**src/verilog/dmem_pkg.sv**
```systemverilog
package dmem_pkg;

  // ~~~~~~~~~~~~~~~~~~~~
  // Bus and memory geometry
  // ~~~~~~~~~~~~~~~~~~~~
  localparam int ADDR_W     = 32;    // Byte address width
  localparam int DATA_W     = 64;    // One doubleword per transfer
  localparam int STRB_W     = 8;     // One strobe bit per byte lane
  localparam int NUM_BANKS  = 4;     // Banks interleaved by doubleword
  localparam int BANK_SEL_W = 2;     // Bank index taken from address bits 4..3
  localparam int BANK_LSB   = 3;     // Lowest bit of the bank index
  localparam int BANK_DEPTH = 256;   // Doublewords held in each bank
  localparam int WORD_IDX_W = 8;     // Word index taken from address bits 12..5
  localparam int IDX_LSB    = 5;     // Lowest bit of the word index
  localparam int MEM_BYTES  = 8192;  // Addresses at or above this are out of range

  // ~~~~~~~~~~~~~~~~~~~~
  // Timing and response codes
  // ~~~~~~~~~~~~~~~~~~~~
  localparam int RD_LATENCY = 3;                       // Cycles spent in the read state
  localparam int LAT_CNT_W  = $clog2(RD_LATENCY);      // Latency counter width
  localparam int QCNT_W     = $clog2(NUM_BANKS + 1);   // Order queue fill level width
  localparam int RESP_W     = 2;

  localparam logic [RESP_W-1:0] RESP_OKAY   = 2'd0;
  localparam logic [RESP_W-1:0] RESP_SLVERR = 2'd2;    // Returned for out of range loads

  // Bank FSM encoding
  localparam int              ST_W    = 2;
  localparam logic [ST_W-1:0] ST_IDLE = 2'b00;  // Ready to take a load
  localparam logic [ST_W-1:0] ST_READ = 2'b01;  // Counting out the access latency
  localparam logic [ST_W-1:0] ST_WAIT = 2'b10;  // Holding data until the collector pops it

  // One storage word, seen either as a whole doubleword or as byte lanes
  typedef union packed {
    logic [DATA_W-1:0]          dword;  // Whole word for loads
    logic [STRB_W-1:0][7:0]     bytes;  // Lane view for the strobe merge
  } mem_word_u;

endpackage

```
**src/verilog/dmem_collect.sv**
```systemverilog
`timescale 1ns/1ps

module dmem_collect (
  input  logic                                              clk,
  input  logic                                              rst,

  // Push from the dispatcher, one per accepted load
  input  logic                                              push_i,
  input  logic [dmem_pkg::BANK_SEL_W-1:0]                   push_bank_i,

  // Responses of all banks, one slice per bank
  input  logic [dmem_pkg::NUM_BANKS-1:0]                    bank_rvalid_i,
  input  logic [dmem_pkg::NUM_BANKS-1:0][dmem_pkg::DATA_W-1:0] bank_rdata_i,
  input  logic [dmem_pkg::NUM_BANKS-1:0][dmem_pkg::RESP_W-1:0] bank_rresp_i,

  // Load response channel
  input  logic                                              rready_i,
  output logic                                              rvalid_o,
  output logic [dmem_pkg::DATA_W-1:0]                       rdata_o,
  output logic [dmem_pkg::RESP_W-1:0]                       rresp_o,

  // Drain strobe back to the banks
  output logic [dmem_pkg::NUM_BANKS-1:0]                    bank_pop_o
);

  import dmem_pkg::*;

  logic [BANK_SEL_W-1:0] order_q [NUM_BANKS];  // Bank indices in acceptance order
  logic [BANK_SEL_W-1:0] head_q;               // Oldest outstanding load
  logic [BANK_SEL_W-1:0] tail_q;               // Next free slot
  logic [QCNT_W-1:0]     count_q;              // Loads still waiting to be returned
  logic [BANK_SEL_W-1:0] head_bank;
  logic                  pop;                  // Response handshake in this cycle

  // ~~~~~~~~~~~~~~~~~~~~
  // Head selection
  // ~~~~~~~~~~~~~~~~~~~~
  assign head_bank = order_q[head_q];

  // Only the head bank may answer, younger banks that finished early keep waiting
  assign rvalid_o = (count_q != '0) && bank_rvalid_i[head_bank];
  assign rdata_o  = bank_rdata_i[head_bank];
  assign rresp_o  = bank_rresp_i[head_bank];

  assign pop = rvalid_o && rready_i;

  always_comb begin
    bank_pop_o = '0;
    if (pop) begin
      bank_pop_o[head_bank] = 1'b1;  // Release the bank in the handshake cycle
    end
  end

  // ~~~~~~~~~~~~~~~~~~~~
  // Order queue
  // ~~~~~~~~~~~~~~~~~~~~
  // One slot per bank is enough since a busy bank takes no second load
  always_ff @(posedge clk) begin
    if (push_i) begin
      order_q[tail_q] <= push_bank_i;
    end
  end

  // Pointers wrap naturally, NUM_BANKS is a power of two
  always_ff @(posedge clk or negedge rst) begin
    if (!rst) begin
      head_q  <= '0;
      tail_q  <= '0;
      count_q <= '0;
    end else begin
      if (push_i) begin
        tail_q <= tail_q + 1'b1;
      end
      if (pop) begin
        head_q <= head_q + 1'b1;
      end
      case ({push_i, pop})
        2'b10:   count_q <= count_q + 1'b1;
        2'b01:   count_q <= count_q - 1'b1;
        default: count_q <= count_q;  // Both or neither leaves the level unchanged
      endcase
    end
  end

endmodule

```
**config.mk**
```make
export PLATFORM = sky130hd
export DESIGN_NAME = dmem_collect
export DESIGN_NICKNAME = d
export VERILOG_FILES = /design/src/verilog/dmem_pkg.sv /design/src/verilog/dmem_collect.sv
export SDC_FILE = /design/constraint.sdc
export NUM_CORES = 1
export LEC_CHECK = 0
export ABC_CLOCK_PERIOD_IN_PS = 3400
export BUFFER_PORTS_ARGS = -buffer_cell sky130_fd_sc_hd__buf_2
export CAP_MARGIN = 10
export CORE_AREA = 2 2 135 137
export CTS_CLUSTER_SIZE = 25
export DETAILED_ROUTE_END_ITERATION = 10
export DIE_AREA = 0 0 137 139
export GPL_ROUTABILITY_DRIVEN = 0
export GPL_TIMING_DRIVEN = 1
export PLACE_DENSITY = 0.42
export SLEW_MARGIN = 20
export SYNTH_ARGS = -nofsm -noshare
export SYNTH_HDL_FRONTEND = slang
export SYNTH_SLANG_ARGS = --single-unit
```
**constraint.sdc**
```tcl
create_clock -name clk -period 3.4 [get_ports clk]
set_input_delay 0.68 -clock clk [delete_from_list [all_inputs] [get_ports clk]]
set_output_delay 0.68 -clock clk [all_outputs]
set_load 0.02 [all_outputs]
```
==> results of run 1 <==
[per-stage QoR]
step / cell area (sq um) / setup WS [ns]
global route: 4599 / 0.2338
global placement: 4519 / 0.5462
floorplan: 2655 / 0.5701
CTS: 4599 / 0.2961
finish: 4599 / 0.3232
detailed placement: 4519 / 0.5509
[cells by family after synthesis]
logic type	share of synthesized area (%)
compound gates	0.6599
xor+xnor	1.979
fa+ha+maj	3.110
buf+inv	7.964
flops	15.65
mux	66.49
simple gates	4.147
[area by class of cell]
cell class                      count  area [sq um]
Fill cell                        1907         13060
Multi-Input combinational cell    105          2027
Timing Repair Buffer              348          1764
Sequential cell                    15         415.4
Tap cell                          229         286.5
Clock buffer                        3         75.07
Inverter                            7         26.28
Clock inverter                      1         5.005
[final timing paths]
kind,end,slack (ns),start
max,rdata_o[57],0.32,head_q[0]$_DFFE_PN0P_
min,tail_q[0]$_DFFE_PN0P_,0.27,rst
max reg2reg,count_q[2]$_DFFE_PN0P_,0.57,head_q[0]$_DFFE_PN0P_
min reg2reg,count_q[2]$_DFFE_PN0P_,0.47,count_q[2]$_DFFE_PN0P_
max in group asynchronous,head_q[1]$_DFFE_PN0P_,2.97,rst
min in group clk,count_q[2]$_DFFE_PN0P_,0.47,count_q[2]$_DFFE_PN0P_
[layer usage]
layer	global-route usage, %	vias up	wire length, microns
li1	-	1361	-
met1	15.53	1479	5076
met2	21.58	165	6427
met3	2.522	10	1294
met4	1.519	0	119
met5	0	-	0
[power by group through the flow]
stage	clock, mW	combinational (mW)	sequential [mW]
after global routing	0.235	3.51	0.311
after floorplan	0	2.54	0.295
after detailed placement	0	3.33	0.307
final	0.218	3.30	0.303
after global placement	0	3.30	0.307
after CTS	0.222	3.35	0.304
[critical path: cells and delay by family, from the launching register on]
| kind | cells | cell delay, ns |
|---|---|---|
| buffers and inverters | 2 | 0.43 |
| DFF | 1 | 0.43 |
| muxes | 2 | 1.24 |
[synthesized netlist by cell type (all sizes together)]
cell type / count / area share [%]
and2: 4 / 0.94
buf: 9 / 6.0
clkbuf: 7 / 0.99
dfrtp: 7 / 6.6
edfxtp: 8 / 9.0
fa: 1 / 0.75
ha: 5 / 2.4
inv: 7 / 0.99
mux2i: 2 / 0.75
mux4: 68 / 66
nand2: 5 / 0.71
nand3: 1 / 0.19
nand3b: 1 / 0.28
nor2: 3 / 0.42
nor3: 3 / 0.57
nor3b: 1 / 0.47
o21a: 1 / 0.28
o21ai: 2 / 0.38
or2: 1 / 0.33
or3: 1 / 0.24
xnor2: 2 / 0.66
xor2: 4 / 1.3
[state kept, by name (all words and copies together) (netlist names)]
name and cells:
count_q 3, head_q 2, order_q 8, tail_q 2
==> metrics.txt, run 1 <==
power share of the sequential group 7.9%; post-synthesis sequential area ratio between 10% and 20%; unrepaired setup endpoints after global routing false; Die Wd 137 microns; Layout area overhead 73.23%; commonest non-fill, non-tap cell in the layout buf_2; Max Clock Freq roughly 330 MHz; Clock Pin Slew Worst Setup and Hold Paths 0.05 ns; layout cell share with drive strength beyond 1 between 70% and 80%; Fin Clk Skew 0.003356 ns; Setup Fix Bufs, Post-CTS 0; Seq cells post-synth 15; grt total ovfl 0; post-CTS resize count 0; worst slew pin tran 0.4634 ns; Std-Cell Rows 49; Die Y 139 microns; CP required 2.72 ns; Cell Area, Synth 0.002655 sq mm; Slew HR 69.11%; leakage power approximately 2.4 nW; critical-path cell list mux4_4 > buf_12 > mux4_1 > buf_2; initial antenna violation count 0; Pwr Density around 830 mW/mm^2; final period utilization 90.50%; Post-Syn Nets 423; Initial Util 15.04%; Yosys cell types 25; Mapped Cells 143; Critical Path End Type output pin; crit start category flip-flop; via count between 3000 and 4000; ant diodes 0; HPWL after DPL 11320 microns; CTS Root Cell clkbuf_16; pin count of the biggest net entering global routing between 40 and 50; Pre-antenna DRT Iters 4; Tot Pwr 3.821 mW; port bufs ~340; Crit path largest cell delay 0.72 ns; Clk pwr share under 10%; status complete, no violations; commonest cells after routing, fill and taps aside buf_2 (344), mux4_1 (56), mux4_2 (11); Wirelength per Cell 18.24 microns; DRC viols 0; CP max FO between 40 and 50; drt initial violations between 150 and 200; core outline area 0.01766 sq mm; setup TNS 0 ns; DIE AREA 0.01904 sq mm; Hold WC Path Type in2async; clock buffer count from CTS 3; cts hold-fix bufs 0; I/O pin cnt 345; Worst VDD drop 423.7 uV; final std cells w/o fill 708; Total Routing Usage GR 12.18%; Max clock buf depth 2; Total Routed Length 12920 microns; Comb pwr share 86.4%; Syn Area/Cell 18.57 sq um; Worst Path Arrival between 2 and 2.5 ns; worst r2r path cells 11; Crit Path Class reg2out; vias in the first global route 3223; Antenna Nets Post-Route 0; Final Setup Violations 0; final count of hold timing violations 0; Net Sw Power about 1.9 mW; Clk Latency, worst-skew pair 0.24 ns; H-tree levels 1; switch share between 50% and 60%; hold_ws 0.2683 ns; Slew Limit Fails 0; CTS sink count 15; via/cell ratio 4.258; post-route minimum period just over 3 ns; final core utilization 26.05%; first-pass GRT wire length 18100 microns; Cells after DPL 704; CTS tree built; final net count between 700 and 800; Power Internal roughly 1.9 mW; Max-cap violations 0; Ys Warns 0; slowest stage cell, crit path mux4_4
Note: power is estimated with default switching activity, not from simulation.
==> run 2, diff against run 1 <==
--- a/config.mk
+++ b/config.mk
@@ -6,5 +6,5 @@
 export NUM_CORES = 1
 export LEC_CHECK = 0
-export ABC_CLOCK_PERIOD_IN_PS = 3400
+export ABC_CLOCK_PERIOD_IN_PS = 3100
 export BUFFER_PORTS_ARGS = -buffer_cell sky130_fd_sc_hd__buf_2
 export CAP_MARGIN = 10
==> constraint.sdc (replaced) <==
create_clock -name clk -period 3.1 [get_ports clk]
set_input_delay 0.62 -clock clk [delete_from_list [all_inputs] [get_ports clk]]
set_output_delay 0.62 -clock clk [all_outputs]
set_load 0.1 [all_outputs]
==> run 2 against run 1 <==
Compared with the run above: sequential cell count is the same; cell area rose by 24%; hold slack lost 0.070 ns; clock skew is 0.0017 ns higher; largest cell class is now buffers.
==> metrics.txt, run 2 (synthesis gave the netlist of run 1 again) <==
first-pass GRT wire length roughly 20000 microns; DIE AREA approximately 0.019 sq mm; Slew HR between 60% and 70%; status complete, no violations; CTS tree built; Std-Cell Rows 49; Layout area overhead 114.6%; Fillers 1812; final net count 764; Final Instance Area 0.005698 sq mm; crit path from head_q[0]$_DFFE_PN0P_; multi-input logic area 0.001997 sq mm; commonest cells after routing, fill and taps aside buf_2 (273), buf_12 (71), mux4_1 (37); unrepaired setup endpoints after global routing true; initial antenna violation count 2; final core utilization 32.27%; core outline area 0.01766 sq mm; CTS sink count 15; placed cell areas 0.005634 sq mm; Antenna Nets Post-Route 0; Crit path largest cell delay around 0.70 ns; Fin Clk Skew roughly 0.0050 ns; Critical Path End Type output pin; post-route minimum period roughly 3.1 ns; CTS Root Cell clkbuf_16; final period utilization 99.73%; biggest regs order_q x8, count_q x3; hold_ws around 0.2 ns; Crit Path Class reg2out; Die Wd 137 microns; Initial Util 15.04%; H-tree levels 1; Reg with most FFs order_q; DRC viols 0; worst slew pin tran 0.5253 ns; Slew Limit Fails 0; HPWL after DPL about 13000 microns; DP Worst Slack 0.1329 ns; sequential cell area 416.7 sq um; I/O pin cnt about 350; cts hold-fix bufs 0; critical-path cell list mux4_4 > buf_4 > clkbuf_16 > mux4_1 > buf_12; via count just over 3000; Worst Path Arrival 2.47 ns; max reg flops 8; vias in the first global route 3265; crit start category flip-flop; Pre-antenna DRT Iters 4; commonest non-fill, non-tap cell in the layout buf_2; Total Routing Usage GR between 10 and 15%; Max-cap violations 0; Max clock buf depth 2; CP max FO 22; Clk Latency, worst-skew pair approximately 0.24 ns; Hold WC Path Type in2async; grt total ovfl 0; Total Routed Length between 10000 and 15000 microns; slowest stage cell, crit path mux4_4; layout cell share with drive strength beyond 1 between 80% and 90%; Max Clock Freq 323.5 MHz; PnR worst setup slack 0.008519 ns; Die Y 139 microns; via/cell ratio approximately 4.3; Wirelength per Cell around 20 microns; Final Setup Violations 0; CP required 2.48 ns; drt initial violations approximately 120; final count of hold timing violations 0; pin count of the biggest net entering global routing 45; port bufs 344; Clock Pin Slew Worst Setup and Hold Paths 0.05 ns; worst reg2reg path startpoint head_q[0]$_DFFE_PN0P_; clock buffer count from CTS 3
## run 2: path summary, 6_finish.rpt
check | to | slack, ns | cells after the start
setup / recovery | rdata_o[14] | 0.009 | 5
hold / removal | head_q[1]$_DFFE_PN0P_ | 0.20 | 1
setup reg to reg | count_q[2]$_DFFE_PN0P_ | 0.17 | 11
hold reg to reg | count_q[2]$_DFFE_PN0P_ | 0.46 | 1
max in group asynchronous | head_q[0]$_DFFE_PN0P_ | 2.73 | 1
min in group clk | count_q[2]$_DFFE_PN0P_ | 0.46 | 1
## run 2: final cells by class
cell class,instances,share of cell area [%]
multi-input cells,105,35.05
repair buffers,352,50.70
flip-flops and latches,15,7.312
diodes,1,0.04392
clock inverters,1,0.08783
inverters,7,0.4611
well taps,229,5.029
clock buffers,3,1.318
## run 2: worst max-delay path, delay by kind of cell (launching register included)
family	cells	cell delay (ns)
buf+inv	3	0.58
mux	2	1.23
flops	1	0.41
## run 2: per-layer routing
| metal | part of all wire, % | vias to the layer above | wire length, microns | track usage, % |
|---|---|---|---|---|
| li1 | - | 1349 | - | - |
| met1 | 39 | 1513 | 5677 | 17.60 |
| met2 | 51 | 160 | 7501 | 24.95 |
| met3 | 8.7 | 8 | 1273 | 2.778 |
| met4 | 0.69 | 2 | 100 | 1.465 |
| met5 | 0.089 | - | 13 | 0 |
## run 2: what timing repair did
action                     in CTS  in global routing
setup buffers                   0                  2
resized for setup               4                 19
gates cloned                    0                  1
setup endpoints to repair      25                 13
pin swaps                       0                  1
## run 2: through the flow
step           TNS (ns)  instances
2_1_floorplan  -0.03698        143
3_3_place_gp          0        705
3_5_place_dp          0        705
4_1_cts               0        709
5_1_grt         -0.7055        713
6_report              0        713
Power of run 2 is left out: the tool's default activity adds up to more than one toggle a clock period on the data nets, which glitch-free logic cannot reach.
