===== config.mk =====
export PLATFORM = sky130hd
export DESIGN_NAME = dmem_dispatch
export DESIGN_NICKNAME = d
export VERILOG_FILES = /design/src/verilog/dmem_pkg.sv /design/src/verilog/dmem_dispatch.sv
export SDC_FILE = /design/constraint.sdc
export NUM_CORES = 1
export LEC_CHECK = 0
export BUFFER_PORTS_ARGS = -buffer_cell sky130_fd_sc_hd__buf_2
export CAP_MARGIN = 20
export CORE_UTILIZATION = 18
export DETAILED_ROUTE_END_ITERATION = 10
export PLACE_DENSITY = 0.8
export SYNTH_ARGS = -nofsm -noshare
export SYNTH_HDL_FRONTEND = slang
export SYNTH_SLANG_ARGS = --single-unit

===== constraint.sdc =====
create_clock -name vclk -period 1.22
set_input_delay 0.244 -clock vclk [all_inputs]
set_output_delay 0.244 -clock vclk [all_outputs]
set_load 0.05 [all_outputs]

===== src/verilog/dmem_pkg.sv =====
package dmem_pkg;

  // ~~~~~~~~~~~~~~~~~~~~
  // Bus and memory geometry
  // ~~~~~~~~~~~~~~~~~~~~
  localparam int ADDR_W     = 32;    // Byte address width
  localparam int DATA_W     = 64;    // One doubleword per transfer
  localparam int STRB_W     = 8;     // One strobe bit per byte lane
  localparam int NUM_BANKS  = 4;     // Banks interleaved by doubleword
  localparam int BANK_SEL_W = 2;     // Bank index taken from address bits 4..3
  localparam int BANK_LSB   = 3;     // Lowest bit of the bank index
  localparam int BANK_DEPTH = 256;   // Doublewords held in each bank
  localparam int WORD_IDX_W = 8;     // Word index taken from address bits 12..5
  localparam int IDX_LSB    = 5;     // Lowest bit of the word index
  localparam int MEM_BYTES  = 8192;  // Addresses at or above this are out of range

  // ~~~~~~~~~~~~~~~~~~~~
  // Timing and response codes
  // ~~~~~~~~~~~~~~~~~~~~
  localparam int RD_LATENCY = 3;                       // Cycles spent in the read state
  localparam int LAT_CNT_W  = $clog2(RD_LATENCY);      // Latency counter width
  localparam int QCNT_W     = $clog2(NUM_BANKS + 1);   // Order queue fill level width
  localparam int RESP_W     = 2;

  localparam logic [RESP_W-1:0] RESP_OKAY   = 2'd0;
  localparam logic [RESP_W-1:0] RESP_SLVERR = 2'd2;    // Returned for out of range loads

  // Bank FSM encoding
  localparam int              ST_W    = 2;
  localparam logic [ST_W-1:0] ST_IDLE = 2'b00;  // Ready to take a load
  localparam logic [ST_W-1:0] ST_READ = 2'b01;  // Counting out the access latency
  localparam logic [ST_W-1:0] ST_WAIT = 2'b10;  // Holding data until the collector pops it

  // One storage word, seen either as a whole doubleword or as byte lanes
  typedef union packed {
    logic [DATA_W-1:0]          dword;  // Whole word for loads
    logic [STRB_W-1:0][7:0]     bytes;  // Lane view for the strobe merge
  } mem_word_u;

endpackage


===== src/verilog/dmem_dispatch.sv =====
`timescale 1ns/1ps

module dmem_dispatch (
  // Load address channel
  input  logic [dmem_pkg::ADDR_W-1:0]     araddr_i,
  input  logic                            arvalid_i,
  output logic                            arready_o,

  // Store side
  input  logic [dmem_pkg::ADDR_W-1:0]     awaddr_i,
  input  logic                            store_i,

  // Bank status in, one bit per bank
  input  logic [dmem_pkg::NUM_BANKS-1:0]  bank_idle_i,

  // Load strobes and shared load fields
  output logic [dmem_pkg::NUM_BANKS-1:0]  rd_req_o,
  output logic                            rd_err_o,
  output logic [dmem_pkg::WORD_IDX_W-1:0] rd_idx_o,

  // Store strobes and shared store index
  output logic [dmem_pkg::NUM_BANKS-1:0]  wr_req_o,
  output logic [dmem_pkg::WORD_IDX_W-1:0] wr_idx_o,

  // Order queue push toward the collector
  output logic                            push_o,
  output logic [dmem_pkg::BANK_SEL_W-1:0] push_bank_o
);

  import dmem_pkg::*;

  logic [BANK_SEL_W-1:0] rd_bank;   // Target bank of the load address
  logic [BANK_SEL_W-1:0] wr_bank;   // Target bank of the store address
  logic                  wr_err;    // Store lands outside the memory
  logic                  rd_fire;   // Load handshake in this cycle

  // ~~~~~~~~~~~~~~~~~~~~
  // Address split
  // ~~~~~~~~~~~~~~~~~~~~
  // Bits 2..0 pick a byte inside the doubleword and are not needed here
  assign rd_bank  = araddr_i[BANK_LSB +: BANK_SEL_W];
  assign rd_idx_o = araddr_i[IDX_LSB +: WORD_IDX_W];
  assign wr_bank  = awaddr_i[BANK_LSB +: BANK_SEL_W];
  assign wr_idx_o = awaddr_i[IDX_LSB +: WORD_IDX_W];

  // Range check against the full byte address
  assign rd_err_o = (araddr_i >= ADDR_W'(MEM_BYTES));  // The bank still answers, with an error
  assign wr_err   = (awaddr_i >= ADDR_W'(MEM_BYTES));  // Such a store is dropped here

  // ~~~~~~~~~~~~~~~~~~~~
  // Load acceptance
  // ~~~~~~~~~~~~~~~~~~~~
  // A load is only taken when its own bank has nothing in flight
  assign arready_o = bank_idle_i[rd_bank];
  assign rd_fire   = arvalid_i && arready_o;

  // One-hot strobe to the selected bank
  always_comb begin
    rd_req_o = '0;
    if (rd_fire) begin
      rd_req_o[rd_bank] = 1'b1;
    end
  end

  // Every accepted load records its bank so responses come back in order
  assign push_o      = rd_fire;
  assign push_bank_o = rd_bank;

  // ~~~~~~~~~~~~~~~~~~~~
  // Store steering
  // ~~~~~~~~~~~~~~~~~~~~
  // Stores are never stalled, so the strobe goes out in the same cycle
  always_comb begin
    wr_req_o = '0;
    if (store_i && !wr_err) begin
      wr_req_o[wr_bank] = 1'b1;  // Out of range stores raise no strobe at all
    end
  end

endmodule


==> results of run 1 <==
stage by stage:
| step | cell area [sq um] | hold WS [ps] | instances | TNS, ps | util (%) |
|---|---|---|---|---|---|
| 6_report | 857 | 488 | 114 | -2010 | 49.6 |
| 5_1_grt | 857 | 488 | 114 | -2360 | 49.6 |
| 4_1_cts | 828 | 488 | 114 | -1980 | 48.0 |
| 3_5_place_dp | 674 | 488 | 114 | -2680 | 39.1 |
| 3_3_place_gp | 674 | 488 | 114 | -2630 | 39.1 |
| 2_1_floorplan | 443 | 554 | 42 | -2670 | - |
logic make-up after synthesis:
group | after synthesis | share of synthesized area (%)
and+or+nand+nor | 22 | 51.5
buffers and inverters | 19 | 41.7
muxes | 1 | 6.77
routing by layer:
layer | GRT usage [%] | wire [um] | vias up
li1 | - | - | 243
met1 | 15.7 | 482 | 224
met2 | 24.1 | 681 | 45
met3 | 2.00 | 168 | 2
met4 | 0.606 | 2 | 0
met5 | 0 | 0 | -
layout by cell type (no fill, tap or decap), drive strengths merged:
cell type	netlist	final
buf	18	65
nor4	9	9
nor4b	2	2
nand4	2	2
or4	2	2
and4b	2	2
inv	1	1
mux4	1	1
and2	1	1
nor4bb	1	1
nand2	1	1
nor3	1	1
and4	1	1
power by group:
part	internal, uW	switching [uW]
logic	135	122
clock network	0	0
registers	0	0
synth_stat cells (all sizes together):
library cell   n  area share [%]
buf           18              41
nor4           9              17
and4b          2             6.0
nand4          2             3.8
nor4b          2             9.0
or4            2             5.6
and2           1             1.9
and4           1             2.6
inv            1             1.1
mux4           1             6.8
nand2          1             1.1
nor3           1             1.5
nor4bb         1             3.0
repair_timing:
item | in CTS | in global routing
endpoints found under the setup margin | 10 | 9
gates cloned | 0 | 0
gates resized for setup | 34 | 5
pin swaps | 7 | 5
worst max-delay path: stages:
cell and delay (ps):
buf_6 90, or4_4 600, nor4_4 300, buf_6 190
layout make-up:
cell class | instances | area, sq um
tap | 25 | 31.3
timing repair buffer | 65 | 478
fill | 170 | 870
multi-input combinational | 23 | 344
inverter | 1 | 3.75
worst paths after layout:
path                      end  slack, ps  depth (start not counted)
hold / removal    wr_idx_o[2]        490                          0
setup / recovery  wr_req_o[2]       -450                          4
==> summary.txt, run 1 <==
STA
  – Period utilization: 137%
  – Fin. Hold Viols: 0
  – Worst-Margin Slew: 255 ps
  – Relative slew slack: 83.1%
  – Max Freq: 598 MHz
  – Max Slew Vio Count: 0
  – Final Critical Period: 1670 ps
  – RSZ-0062 raised after global routing: yes
  – Setup ws final: -451 ps
  – Final setup fails: 7

Global routing
  – Total congestion overflow: 0
  – All-layer global routing usage: 12.7%
  – Initial antenna violation count: 0
  – Vias in the first global route: 487
  – Global-route wire length before repair: 2010 um
  – Largest net degree at the start of global routing: 6

Power and ir drop
  – PnR Total Power: 257 uW
  – PD cells: 300 nW/um^2
  – LEAKAGE: 0.000411 uW
  – Worst vdd ir: 0.000165 V

Worst setup path
  – Critical path origin: awaddr_i[24]
  – Crit end category: output port
  – CP arrival: 1430 ps
  – Critical path launch point type: input port
  – Critical path type: input port to output port
  – CP Data Required Time: 980 ps
  – Crit-path max FO: 4

Floorplan
  – I/O pins: 99
  – Die area: 2030 sq um
  – Chip Height: 45 um
  – Die extent in x: 45 um
  – Core area: 1730 sq um
  – Site Rows: 15
  – Initial core utilization: 19.3%

Placement
  – GPL Wtd Cong: 0.586
  – Detailed placement HPWL: 1090 um
  – Port bufs: 61
  – Place WS: -500 ps

Final layout
  – NumNets Final: 161
  – Seq cells: 0
  – Clock buffers: 0
  – Share of cells above drive strength 1: 92.1%
  – Antenna fix cells: 0
  – Synth-to-layout area growth: 158%
  – FF+latch area: 0 sq um

Synthesis
  – Synth warn: 0
  – Yosys cell types: 14
  – Seq/Total Area, Yosys: 0%
  – Post-Syn Area: 333 sq um
  – Syn Inst Count: 42
  – Synthesized Nets: 112
  – Post-Syn Area per Cell: 7.92 sq um

Route
  – Drt wl/cell: 11.7 um
  – Vias: 514
  – TritonRoute pass-1 iters: 4
  – Final WL: 1340 um
  – Initial DRC count: 3
  – DR DRC count: 0
  – Via/cell ratio: 4.51
  – ANT nets after route: 0

Min path
  – HP Start: awaddr_i[7]
  – Worst min path class: input port to output port

Outcome
  – Status: finished with violations
  – Failing checks: setup timing

Clocking
  – Setup bufs post-CTS: 0
  – # hold bufs at CTS: 0

Job
  – Maxcap violations: 0
(Power assumes the default switching activity.)
==> run 2, diff against run 1 <==
--- a/config.mk
+++ b/config.mk
@@ -7,9 +7,9 @@
 export LEC_CHECK = 0
 export BUFFER_PORTS_ARGS = -buffer_cell sky130_fd_sc_hd__buf_2
 export CAP_MARGIN = 20
-export CORE_UTILIZATION = 18
+export CORE_UTILIZATION = 20
 export DETAILED_ROUTE_END_ITERATION = 10
-export PLACE_DENSITY = 0.8
+export PLACE_DENSITY = 0.84
 export SYNTH_ARGS = -nofsm -noshare
 export SYNTH_HDL_FRONTEND = slang
 export SYNTH_SLANG_ARGS = --single-unit
==> constraint.sdc (replaced) <==
create_clock -name vclk -period 1.64
set_input_delay 0.328 -clock vclk [all_inputs]
set_output_delay 0.328 -clock vclk [all_outputs]
set_load 0.05 [all_outputs]
==> summary.txt, run 2 (synthesis results as in run 1) <==
Final layout
  – Commonest non-fill, non-tap cells in the layout: buf_2 (47), buf_6 (14), nor4_4 (6)
  – Clock buffers: 0 (unchanged)
  – Synth-to-layout area growth: 134%
  – Commonest non-fill, non-tap cell in the layout: buf_2
  – Seq cells: 0 (unchanged)
  – Antenna fix cells: 0 (unchanged)
  – NumNets Final: 159 (-1.2%)
  – FF+latch area: 0 sq um (unchanged)
  – Share of cells above drive strength 1: 92.0% (-0.18 points)
  – Fin area: 778 sq um (-9.2%)

Route
  – Final WL: 1270 um (-4.9%)
  – TritonRoute pass-1 iters: 2 (-2)
  – DR DRC count: 0 (unchanged)
  – Metal-1 WL: 451 um (-6.4%)
  – Vias: 489 (-4.9%)
  – Top Layer Used: met4
  – ANT nets after route: 0 (unchanged)
  – Drt wl/cell: 12.3 um (+5.3%)
  – Routed length on met2: 671 um (-1.5%)
  – Via/cell ratio: 4.75 (+5.3%)
  – Met3 routed WL: 145 um (-14%)
  – Initial DRC count: 1 (-2)

STA
  – Period utilization: 109%
  – Final setup fails: 5 (-2)
  – RSZ-0062 raised after global routing: yes
  – Setup ws final: -140 ps (+311 ps)
  – Relative slew slack: 83.4% (+0.31 points)
  – Setup TNS: -496 ps (+1520 ps)
  – Max Slew Vio Count: 0 (unchanged)
  – Fin. Hold Viols: 0 (unchanged)
  – Final Critical Period: 1780 ps
  – Worst hold slack: 656 ps (+168 ps)
  – Worst-Margin Slew: 251 ps (-4.64 ps)
  – Max Freq: 562 MHz

Power and ir drop
  – Worst vdd ir: 0.0000842 V (-49%)
  – Switching share of power: 51.5% (+4.0 points)
  – Clk pwr share: 0% (unchanged)
  – PnR Total Power: 172 uW (-33%)
  – Int Power: 83.6 uW (-38%)
  – Comb power frac: 100.0% (about the same)
  – PD cells: 221 nW/um^2 (-26%)
  – LEAKAGE: 0.000375 uW (-8.8%)
  – Psw: 88.6 uW (-27%)
  – Reg power frac: 0% (unchanged)

Worst setup path
  – CP Data Required Time: 1310 ps (+330 ps)
  – Critical path type: input port to output port
  – CP arrival: 1450 ps (+20 ps)
  – Critical path's most frequent cell: buf_6
  – Critical-path cell list: buf_6, nor4_4, nand4_1, buf_6, nor4_4, buf_6
  – Crit end category: output port
  – Critical path launch point type: input port
  – Crit-path max FO: 4 (unchanged)
  – Slowest CP cell: nor4_4
  – Largest stage delay, worst path: 280 ps (-320 ps)

Min path
  – Worst Hold End: wr_idx_o[4]
  – Worst min path class: input port to output port
  – HP Start: awaddr_i[9]
  – Hold Path Depth: 0 (unchanged)

Floorplan
  – Die area: 1830 sq um (-9.6%)
  – Initial core utilization: 21.8% (+2.6 points)
  – Core area: 1520 sq um (-12%)
  – Chip Height: 42.8 um (-4.9%)
  – I/O pins: 99 (unchanged)
  – Die extent in x: 42.8 um (-4.9%)
  – Site Rows: 14 (-1)

Global routing
  – Global-route wire length before repair: 2080 um (+3.1%)
  – Initial antenna violation count: 0 (unchanged)
  – Total congestion overflow: 0 (unchanged)
  – All-layer global routing usage: 13.6% (+0.85 points)
  – Vias in the first global route: 514 (+5.5%)
  – Largest net degree at the start of global routing: 7 (+1)

Clocking
  – Setup bufs post-CTS: 0 (unchanged)
  – # hold bufs at CTS: 0 (unchanged)

Placement
  – Placed Area: 648 sq um (-3.9%)
  – Detailed placement HPWL: 1040 um (-4.4%)
  – GPL Wtd Cong: 0.635 (+8.2%)
  – Port bufs: 61 (unchanged)

Outcome
  – Failing checks: setup timing
  – Status: finished with violations

Job
  – Maxcap violations: 0 (unchanged)
## run 2: changes by cell type in the layout (fill, tap and decap cells not counted), sizes merged
| cell | delta |
|---|---|
| buf | -2 |
## run 2: area by class of cell
class	count	area, sq um
Inverter	1	3.75
Fill cell	139	746
Timing Repair Buffer	63	408
Multi-Input combinational cell	23	347
Tap cell	16	20.0
## run 2: worst max path at each step
stage / start / end / slack, ps / depth (start not counted)
CTS: awaddr_i[24] / wr_req_o[1] / -140 / 4
global route: awaddr_i[15] / wr_req_o[2] / -190 / 6
global placement: awaddr_i[15] / wr_req_o[2] / -240 / 6
floorplan: awaddr_i[27] / wr_req_o[3] / -370 / 3
detailed placement: awaddr_i[15] / wr_req_o[2] / -240 / 6
finish: awaddr_i[15] / wr_req_o[2] / -140 / 6
## run 2: metal layers
metal  vias up  global-route usage [%]
li1        242                       -
met1       212                    15.5
met2        33                    26.7
met3         2                    1.28
met4         0                    2.50
met5         -                       0
## run 2: critical path, delay by kind of cell
kind                   cells  cell delay, ps
buffers and inverters      3             440
and+or+nand+nor            3             670
## run 2: repair_timing
action,in CTS,in global routing
pin swaps,4,1
resized for setup,20,7
endpoints found under the setup margin,5,6
## run 2: power by group through the flow
stage / Sequential [uW] / Clock (uW) / Combinational (uW)
finish: 0 / 0 / 172
global route: 0 / 0 / 182
CTS: 0 / 0 / 162
detailed placement: 0 / 0 / 149
global placement: 0 / 0 / 147
floorplan: 0 / 0 / 171
## run 2: stage by stage
step | instances | worst slack, ps | util, %
floorplan | 42 | -365 | -
global route | 103 | -192 | 51.1
CTS | 103 | -142 | 48.5
finish | 103 | -140 | 51.1
global placement | 103 | -243 | 42.5
detailed placement | 103 | -241 | 42.5
==> run 3, diff against run 2 <==
--- a/config.mk
+++ b/config.mk
@@ -10,6 +10,7 @@
 export CORE_UTILIZATION = 20
 export DETAILED_ROUTE_END_ITERATION = 10
 export PLACE_DENSITY = 0.84
+export SETUP_SLACK_MARGIN = 0.5
 export SYNTH_ARGS = -nofsm -noshare
 export SYNTH_HDL_FRONTEND = slang
 export SYNTH_SLANG_ARGS = --single-unit
==> summary.txt, run 3 (synthesis results as in run 1) <==
Route
  – Via/cell ratio: 4.92 (+3.7%)
  – DR DRC count: 0 (unchanged)
  – Initial DRC count: 0 (-1)
  – TritonRoute pass-1 iters: 1 (-1)
  – ANT nets after route: 0 (unchanged)
  – Vias: 517 (+5.7%)
  – Drt wl/cell: 13.8 um (+12%)
  – Final WL: 1450 um (+14%)

Worst setup path
  – Crit-path max FO: 4 (unchanged)
  – CP Data Required Time: 1310 ps (about the same)
  – Critical path launch point type: input port
  – Crit end category: output port
  – CP arrival: 1490 ps (+40 ps)
  – Critical path type: input port to output port

Global routing
  – GR Util met3: 1.28% (unchanged)
  – Total congestion overflow: 0 (unchanged)
  – Largest net degree at the start of global routing: 7 (unchanged)
  – Routing usage on met1: 13.5% (-2.0 points)
  – All-layer global routing usage: 13.6% (+0.024 points)
  – Vias in the first global route: 490 (-4.7%)
  – Global-route wire length before repair: 2010 um (-3.0%)
  – Initial antenna violation count: 0 (unchanged)
  – Grt peak-use layer: met2
  – GR Layer Usage met2: 29.7% (+3.0 points)

Power and ir drop
  – Worst vdd ir: 0.0000860 V (+2.1%)
  – Psw: 97.0 uW (+9.5%)
  – Comb power frac: 100.0% (about the same)
  – Clk pwr share: 0% (unchanged)
  – LEAKAGE: 0.000420 uW (+12%)
  – Int Power: 109 uW (+31%)
  – Switching share of power: 47.0% (-4.5 points)
  – Reg power frac: 0% (unchanged)
  – PD cells: 232 nW/um^2 (+4.8%)
  – PnR Total Power: 206 uW (+20%)

Floorplan
  – Core area: 1520 sq um (unchanged)
  – Chip Height: 42.8 um (unchanged)
  – Initial core utilization: 21.8% (unchanged)
  – Die area: 1830 sq um (unchanged)
  – I/O pins: 99 (unchanged)
  – Site Rows: 14 (unchanged)
  – Die extent in x: 42.8 um (unchanged)

Outcome
  – Failing checks: setup timing
  – Status: finished with violations

Final layout
  – Commonest non-fill, non-tap cells in the layout: buf_2 (39), buf_6 (19), nor4_4 (7)
  – Seq cells: 0 (unchanged)
  – Share of cells above drive strength 1: 94.4% (+2.4 points)
  – Synth-to-layout area growth: 168%
  – Clock buffers: 0 (unchanged)
  – Commonest non-fill, non-tap cell in the layout: buf_2
  – NumNets Final: 161 (+1.3%)
  – Antenna fix cells: 0 (unchanged)
  – FF+latch area: 0 sq um (unchanged)

STA
  – Max Freq: 549 MHz (-2.3%)
  – Final setup fails: 5 (unchanged)
  – Worst-Margin Slew: 229 ps (-21.5 ps)
  – Relative slew slack: 84.6% (+1.2 points)
  – RSZ-0062 raised after global routing: yes
  – Period utilization: 111% (+2.6 points)
  – Fin. Hold Viols: 0 (unchanged)
  – Max Slew Vio Count: 0 (unchanged)
  – Final Critical Period: 1820 ps (+42.1 ps)
  – Setup ws final: -182 ps (-42.1 ps)

Min path
  – Worst min path class: input port to output port
  – Hold Path Depth: 0 (unchanged)

Placement
  – Place WS: -250 ps (-8.88 ps)
  – Detailed placement HPWL: 1040 um (-0.33%)
  – GPL Wtd Cong: 0.583 (-8.1%)
  – Port bufs: 61 (unchanged)

Clocking
  – # hold bufs at CTS: 0 (unchanged)

Job
  – Maxcap violations: 0 (unchanged)
run 3: through the flow:
step                area [sq um]  setup TNS (ps)  hold WS [ps]  util (%)  cells
global route                 891            -933           656      58.5    105
finish                       891            -720           656      58.5    105
global placement             652            -919           656      42.8    103
detailed placement           652           -1050           656      42.8    103
floorplan                    447           -1340           722         -     42
CTS                          841            -549           656      55.2    103
run 3: path summary, 6_finish.rpt:
path	startpoint	end	slack [ps]
worst max-delay path	awaddr_i[21]	wr_req_o[1]	-180
worst min-delay path	awaddr_i[9]	wr_idx_o[4]	660
run 3: area by class of cell:
class	count	area (sq um)
fillers	139	633
repair buffers	65	507
multi-input cells	23	360
well taps	16	20.0
inverters	1	3.75
run 3: routing by layer:
layer	wire length, um	up-vias
li1	-	246
met1	448	233
met2	840	38
met3	164	0
met4	0	0
met5	0	-
run 3: worst max-delay path: stages:
cell and delay (ps):
buf_2 110, nor4_4 260, nand4_1 160, buf_6 170
nor4b_4 260, buf_6 190
run 3: power by group through the flow:
stage	logic, uW	clock network [uW]	registers [uW]
final	206	0	0
after global routing	216	0	0
after CTS	190	0	0
after detailed placement	149	0	0
after global placement	145	0	0
after floorplan	172	0	0
run 3: what timing repair did:
action                                  in CTS  in global routing
pin swaps                                    8                  6
cloned                                       0                  0
endpoints found under the setup margin      12                 11
gates resized for setup                     45                  8
setup buffers                                0                  2
